`config.mk`:
```
export PLATFORM = sky130hd
export DESIGN_NAME = rv32i_execute
export DESIGN_NICKNAME = d
export VERILOG_FILES = /design/src/rv32i_pkg.sv /design/src/rv32i_execute.sv
export SDC_FILE = /design/constraint.sdc
export NUM_CORES = 1
export LEC_CHECK = 0
export ABC_CLOCK_PERIOD_IN_PS = 14360
export BUFFER_PORTS_ARGS = -buffer_cell sky130_fd_sc_hd__buf_2
export CELL_PAD_IN_SITES_DETAIL_PLACEMENT = 0
export CELL_PAD_IN_SITES_GLOBAL_PLACEMENT = 1
export CORE_MARGIN = 2
export CORE_UTILIZATION = 46
export CTS_CLUSTER_DIAMETER = 60
export DETAILED_ROUTE_END_ITERATION = 16
export GPL_TIMING_DRIVEN = 0
export HOLD_SLACK_MARGIN = 0.06
export PLACE_DENSITY = 0.95
export SYNTH_ARGS = -nofsm -noshare
export SYNTH_HDL_FRONTEND = slang
export SYNTH_SLANG_ARGS = --single-unit
```
`constraint.sdc`:
```
create_clock -name clk_i -period 14.36 [get_ports clk_i]
set_clock_uncertainty 0.2 [all_clocks]
set_input_delay 2.872 -clock clk_i [delete_from_list [all_inputs] [get_ports clk_i]]
set_output_delay 2.872 -clock clk_i [all_outputs]
set_load 0.005 [all_outputs]
```
`src/program.hex`:
```
// One instruction word per line from address 0
// Columns: hex word, then byte address and assembly
00500093  // 00 addi x1, x0, 5
FFD08113  // 04 addi x2, x1, -3
800001B7  // 08 lui x3, 0x80000
00208233  // 0C add x4, x1, x2
404102B3  // 10 sub x5, x2, x4
00209333  // 14 sll x6, x1, x2
4021D3B3  // 18 sra x7, x3, x2
0041D413  // 1C srli x8, x3, 4
0012A4B3  // 20 slt x9, x5, x1
0012B533  // 24 sltu x10, x5, x1
0040C5B3  // 28 xor x11, x1, x4
0022E633  // 2C or x12, x5, x2
0012F6B3  // 30 and x13, x5, x1
00001717  // 34 auipc x14, 0x1
04502023  // 38 sw x5, 64(x0)
04002783  // 3C lw x15, 64(x0)
00178813  // 40 addi x16, x15, 1
00208863  // 44 beq x1, x2, +16 (not taken)
01100893  // 48 addi x17, x0, 17
00209663  // 4C bne x1, x2, +12 (taken)
00100913  // 50 addi x18, x0, 1 (skipped)
00200913  // 54 addi x18, x0, 2 (skipped)
00C009EF  // 58 jal x19, +12
00100A13  // 5C addi x20, x0, 1 (skipped)
00200A13  // 60 addi x20, x0, 2 (skipped)
01098AE7  // 64 jalr x21, 16(x19)
00100B13  // 68 addi x22, x0, 1 (skipped)
000A8B93  // 6C addi x23, x21, 0
0000006F  // 70 jal x0, 0

```
`src/rv32i_pkg.sv`:
```
//--------------------------------------------------------------------------
// RV32I core package
// Sizes, opcode and ALU encodings and the records carried between the
// five pipeline stages
//--------------------------------------------------------------------------
package rv32i_pkg;

    localparam int XLEN       = 32;
    localparam int REG_ADDR_W = 5;
    localparam int IMEM_DEPTH = 256;
    localparam int DMEM_DEPTH = 256;
    localparam int MEM_ADDR_W = 8;

    localparam logic [XLEN-1:0] RESET_PC  = 32'h0000_0000;
    // addi x0, x0, 0
    localparam logic [XLEN-1:0] NOP_INSTR = 32'h0000_0013;
    localparam string IMEM_FILE = "/design/src/program.hex";

    typedef enum logic [6:0] {
        OP_R      = 7'b0110011,
        OP_IMM    = 7'b0010011,
        OP_LOAD   = 7'b0000011,
        OP_STORE  = 7'b0100011,
        OP_BRANCH = 7'b1100011,
        OP_JAL    = 7'b1101111,
        OP_JALR   = 7'b1100111,
        OP_LUI    = 7'b0110111,
        OP_AUIPC  = 7'b0010111
    } opcode_e;

    // Arithmetic codes first, branch compares in the upper six
    typedef enum logic [3:0] {
        ALU_ADD, ALU_SUB, ALU_SLL, ALU_SLT, ALU_SLTU,
        ALU_XOR, ALU_SRL, ALU_SRA, ALU_OR, ALU_AND,
        ALU_BEQ, ALU_BNE, ALU_BLT, ALU_BGE, ALU_BLTU, ALU_BGEU
    } alu_op_e;

    typedef enum logic [1:0] {
        WB_ALU  = 2'd0,
        WB_MEM  = 2'd1,
        WB_LINK = 2'd2
    } wb_sel_e;

    typedef struct packed {
        logic [XLEN-1:0] pc;
        logic [XLEN-1:0] instr;
    } if_id_t;

    typedef struct packed {
        logic                  valid;
        logic                  jal;
        logic                  jalr;
        logic                  a_pc;
        logic                  b_reg;
        alu_op_e               alu_op;
        logic [REG_ADDR_W-1:0] rs1;
        logic [REG_ADDR_W-1:0] rs2;
        logic [XLEN-1:0]       rs1_data;
        logic [XLEN-1:0]       rs2_data;
        logic [XLEN-1:0]       imm;
        logic                  memread;
        logic                  memwrite;
        wb_sel_e               wb_sel;
        logic                  regwrite;
        logic [REG_ADDR_W-1:0] rd;
        logic [XLEN-1:0]       pc;
    } id_ex_t;

    typedef struct packed {
        logic                  memread;
        logic                  memwrite;
        logic                  regwrite;
        wb_sel_e               wb_sel;
        logic [REG_ADDR_W-1:0] rd;
        logic [XLEN-1:0]       alu_result;
        logic [XLEN-1:0]       store_data;
        logic [XLEN-1:0]       link;
    } ex_mem_t;

    typedef struct packed {
        logic                  we;
        logic [REG_ADDR_W-1:0] rd;
        logic [XLEN-1:0]       data;
    } retire_t;

    typedef struct packed {
        logic            taken;
        logic [XLEN-1:0] target;
    } redirect_t;

endpackage
```
`src/rv32i_execute.sv`:
```
`timescale 1ns/1ps
//--------------------------------------------------------------------------
// RV32I execute stage
// Operand forwarding, ALU, branch compare, fetch redirect and the EX/MEM
// register
//--------------------------------------------------------------------------
module rv32i_execute
    import rv32i_pkg::*;
(
    input  logic      clk_i,
    input  logic      rst_i,
    input  logic      stall_i,
    input  id_ex_t    id_ex_i,
    input  retire_t   wb_i,
    output redirect_t redirect_o,
    output ex_mem_t   ex_mem_o
);

    logic [XLEN-1:0] src1;
    logic [XLEN-1:0] src2;
    logic [XLEN-1:0] op_a;
    logic [XLEN-1:0] op_b;
    logic [XLEN-1:0] alu_res;
    logic            cond;

    // Younger EX/MEM result first; loads there are covered by the interlock
    function automatic logic [XLEN-1:0] forward(
        input logic [REG_ADDR_W-1:0] idx,
        input logic [XLEN-1:0]       reg_data,
        input ex_mem_t               em,
        input retire_t               wb
    );
        logic [XLEN-1:0] result;
        result = reg_data;
        if (idx != '0 && wb.we && wb.rd == idx) begin
            result = wb.data;
        end
        if (idx != '0 && em.regwrite && em.rd == idx && em.wb_sel != WB_MEM) begin
            result = (em.wb_sel == WB_LINK) ? em.link : em.alu_result;
        end
        return result;
    endfunction

    assign src1 = forward(id_ex_i.rs1, id_ex_i.rs1_data, ex_mem_o, wb_i);
    assign src2 = forward(id_ex_i.rs2, id_ex_i.rs2_data, ex_mem_o, wb_i);

    assign op_a = id_ex_i.a_pc  ? id_ex_i.pc : src1;
    assign op_b = id_ex_i.b_reg ? src2 : id_ex_i.imm;

    always_comb begin
        alu_res = '0;
        cond    = 1'b0;
        case (id_ex_i.alu_op)
            ALU_ADD:  alu_res = op_a + op_b;
            ALU_SUB:  alu_res = op_a - op_b;
            ALU_SLL:  alu_res = op_a << op_b[4:0];
            ALU_SLT:  alu_res = {31'b0, $signed(op_a) < $signed(op_b)};
            ALU_SLTU: alu_res = {31'b0, op_a < op_b};
            ALU_XOR:  alu_res = op_a ^ op_b;
            ALU_SRL:  alu_res = op_a >> op_b[4:0];
            ALU_SRA:  alu_res = $unsigned($signed(op_a) >>> op_b[4:0]);
            ALU_OR:   alu_res = op_a | op_b;
            ALU_AND:  alu_res = op_a & op_b;
            ALU_BEQ:  cond = (op_a == op_b);
            ALU_BNE:  cond = (op_a != op_b);
            ALU_BLT:  cond = $signed(op_a) < $signed(op_b);
            ALU_BGE:  cond = $signed(op_a) >= $signed(op_b);
            ALU_BLTU: cond = op_a < op_b;
            ALU_BGEU: cond = op_a >= op_b;
            default:  alu_res = '0;
        endcase
    end

    // Resolved here and taken by fetch in the same cycle
    assign redirect_o.taken  = id_ex_i.valid && (id_ex_i.jal || id_ex_i.jalr || cond);
    assign redirect_o.target = id_ex_i.jalr ? ((src1 + id_ex_i.imm) & ~32'd1)
                                            : (id_ex_i.pc + id_ex_i.imm);

    always_ff @(posedge clk_i or posedge rst_i) begin
        if (rst_i) begin
            ex_mem_o <= '0;
        end else if (!stall_i) begin
            ex_mem_o.memread    <= id_ex_i.valid && id_ex_i.memread;
            ex_mem_o.memwrite   <= id_ex_i.valid && id_ex_i.memwrite;
            ex_mem_o.regwrite   <= id_ex_i.valid && id_ex_i.regwrite;
            ex_mem_o.wb_sel     <= id_ex_i.wb_sel;
            ex_mem_o.rd         <= id_ex_i.rd;
            ex_mem_o.alu_result <= alu_res;
            ex_mem_o.store_data <= src2;
            ex_mem_o.link       <= id_ex_i.pc + 32'd4;
        end
    end

    assert property (@(posedge clk_i) disable iff (rst_i)
                     redirect_o.taken |-> redirect_o.target[1:0] == 2'b00)
        else $error("execute: misaligned target %h", redirect_o.target);

endmodule

```
==> results.sh <==
export IMPL_wl_per_cell_microns=32.1
export IMPL_synth_common_cells="nand2_1, o21ai_0, a21oi_1"
export IMPL_cts_sinks=106
export IMPL_first_iter_violations=4009
export IMPL_reg_largest_list="ex_mem_o: 106 flops"
export IMPL_leakage_nw=9.89
export IMPL_rsz0062_at_grt="false"
export IMPL_ys_async_sr_fraction=1.00
export IMPL_drc=0
export IMPL_start_kind="input port"
export IMPL_path_max_fanout=11
export IMPL_slowest_delay_ns=0.94
export IMPL_synthFlopType="dfrtp_1"
export IMPL_ys_warn_count=0
export IMPL_cp_required_ns=11.29
export IMPL_area_delta_synth_final_pct=14.0
export IMPL_yosysSeqAreaShare=0.138
export IMPL_synth_most_common_cell="nand2_1"
export IMPL_dpl_cell_count=3450
export IMPL_synth_seq_cells=106
export IMPL_crit_slowest_cell="a2111oi_1"
export IMPL_cp_arrival_ns=11.31
export IMPL_synth_cells=2587
export IMPL_setup_tns_ns=-0.0267
export IMPL_violations="max-capacitance violations, negative setup slack"
export IMPL_path_buf_inv=6
export IMPL_start_util=0.469
export IMPL_num_vias=25000
export IMPL_grt_max_degree=57
export IMPL_num_io_pins=337
export IMPL_drive_above_1_share=0.178
export IMPL_synth_top_area_frac=0.138
export IMPL_instances_no_fill=3469
export IMPL_rows=74
export IMPL_regMostFlops="ex_mem_o"
export IMPL_fill_cells=4069
export IMPL_holdCritPathClass="reg2reg"
export IMPL_finalWorstSetupSlack_ns=-0.0267
export IMPL_syn_area_sq_mm=0.0192
export IMPL_holdBufCountCts=0
export IMPL_hold_viol_final=0
export IMPL_switching_share=0.521
export IMPL_die_w_microns=208
export IMPL_p_sw_w=0.000942
export IMPL_whs_path_depth=1
export IMPL_peakVddDrop_uv=65.3
export IMPL_grt_overflow_total=0
export IMPL_tritoncts="built"
export IMPL_postRouteAntennaNets=0
export IMPL_cts_root_buf="clkbuf_16"
export IMPL_max_cap_viol_count=1
export IMPL_synth_nets=2948
export IMPL_cts_clk_slew_worst_paths_ns=0.08
export IMPL_final_area_sq_mm=0.0219
export IMPL_dieArea_sq_mm=0.0435
export IMPL_maxSlewViolCount=0
export IMPL_grt_usage=0.490
export IMPL_endpoint_kind="output port"
export IMPL_outcome="finished, violations left"
export IMPL_power_density_mw_per_mm2=82.5
export IMPL_power_frac_comb=0.622
export IMPL_synth_area_leaders="dfrtp_1, ha_1, mux2i_1"
export IMPL_dpl_cell_area_sq_mm=0.0216
export IMPL_grt_antenna_before_repair=7
export IMPL_globalplace_congestion=1.12
export IMPL_rr_worst_depth=21
export IMPL_port_buffers=329
export IMPL_fmax_mhz=69.5
export IMPL_clockPowerShare=0.167
export IMPL_wirelength_microns=111000
export IMPL_max_slew_margin=0.00811
export IMPL_seqPwrFrac=0.211
export IMPL_power_internal_w=0.000866
export IMPL_cts_made_buffers=9
export IMPL_path_depth=25
export IMPL_post_route_min_period_ns=14.39
export IMPL_tightest_slew_ns=1.47
export IMPL_setup_violations=1
export IMPL_clock_path_buffers=2
export IMPL_hpwl_microns=91600
export IMPL_grt_pass1_wl_microns=156000
export IMPL_synthDistinctLibCells=91
export IMPL_viasPerCell=7.19
export IMPL_post_cts_buffers=0
export IMPL_synth_edf_count=0
export IMPL_fin_nets=3290
export IMPL_fp_coreArea_sq_mm=0.0410
export IMPL_crit_family="compound AO/OA/AOI/OAI gates"
export IMPL_period_share=1.00
export IMPL_largest_reg_flops=106
export IMPL_dr_pass1_iters=10
export IMPL_avgSynthCellArea_sq_um=7.44
export IMPL_critical_path_class="in2out"
export IMPL_htreeDepth=3
export IMPL_grt_pass1_vias=22900
export IMPL_yosys_area_top_type="dfrtp_1"
export IMPL_hold_ws_ns=0.317
export IMPL_insertion_delay_ns=0.40
export IMPL_die_h_microns=208
==> area by class of cell <==
| cell class | count | area (sq um) | area share |
|---|---|---|---|
| Antenna cell | 3 | 7.51 | 0.000342 |
| Buffer | 177 | 741 | 0.0338 |
| Clock buffer | 10 | 239 | 0.0109 |
| Clock inverter | 6 | 87.6 | 0.00399 |
| Inverter | 111 | 419 | 0.0191 |
| Multi-Input combinational cell | 2193 | 15400 | 0.704 |
| Sequential cell | 106 | 2650 | 0.121 |
| Tap cell | 532 | 666 | 0.0304 |
| Timing Repair Buffer | 331 | 1680 | 0.0767 |
==> cell usage in the layout, fill, tap and decap left out, types with 65 or more instances in the layout <==
| cell | synthesis | layout |
|---|---|---|
| mux2_2 | 110 | 110 |
| o21ai_0 | 202 | 202 |
| mux2i_1 | 178 | 178 |
| xnor2_1 | 73 | 73 |
| a21oi_1 | 200 | 200 |
| clkbuf_1 | 127 | 127 |
| ha_1 | 159 | 159 |
| inv_1 | 107 | 106 |
| buf_2 | 25 | 354 |
| nor2_1 | 176 | 176 |
| nand2_1 | 263 | 263 |
| a31oi_1 | 65 | 65 |
| dfrtp_1 | 106 | 106 |
==> power groups by stage <==
stage,sequential [W],combinational (W),clock (W)
6_report,0.000381,0.00113,0.000301
5_1_grt,0.000381,0.00116,0.000307
4_1_cts,0.000377,0.00105,0.000298
3_5_place_dp,0.000383,0.00105,0
3_3_place_gp,0.000381,0.00104,0
2_1_floorplan,0.000362,0.000643,0
==> path summary, 6_finish.rpt <==
path | start | end | slack, ns
max reg2reg | ex_mem_o[102] | ex_mem_o[64] | 6.02
min | ex_mem_o[57] | ex_mem_o[57] | 0.32
min in group asynchronous | rst_i | ex_mem_o[76] | 2.40
max | id_ex_i[139] | redirect_o[32] | -0.03
min reg2reg | ex_mem_o[57] | ex_mem_o[57] | 0.32
max in group asynchronous | rst_i | ex_mem_o[61] | 10.76
==> layer usage <==
metal,share of wire,routed length [microns],GRT usage,up-vias
met3,0.16,17300,0.212,529
met2,0.38,42800,0.684,2291
met4,0.076,8480,0.280,6
met5,0.00037,41,0,-
li1,-,-,-,10300
met1,0.38,42700,0.625,11800
==> repair_timing <==
item,CTS,global route
endpoints found under the hold margin,0,0
gates resized for setup,0,1
endpoints found under the setup margin,0,1
==> stage by stage <==
step	util	setup slack [ns]	power (W)
2_1_floorplan	-	3.43	0.00100
3_3_place_gp	0.525	0.239	0.00142
3_5_place_dp	0.526	0.325	0.00143
4_1_cts	0.534	0.272	0.00173
6_report	0.535	-0.0267	0.00181
5_1_grt	0.534	0.0524	0.00185
==> cells by family (layout without fill, tap and decap cells) <==
kind of cell / Yosys count / in the layout / synth area share
AO/OA/AOI/OAI: 846 / 846 / 0.285
AND/OR/NAND/NOR: 773 / 773 / 0.193
multiplexers: 293 / 293 / 0.162
buffers and inverters: 288 / 635 / 0.0602
adder cells (fa/ha/maj): 163 / 163 / 0.108
XOR/XNOR: 118 / 118 / 0.0537
flip-flops: 106 / 106 / 0.138
other: 0 / 3 / 0
(Power assumes the default switching activity.)
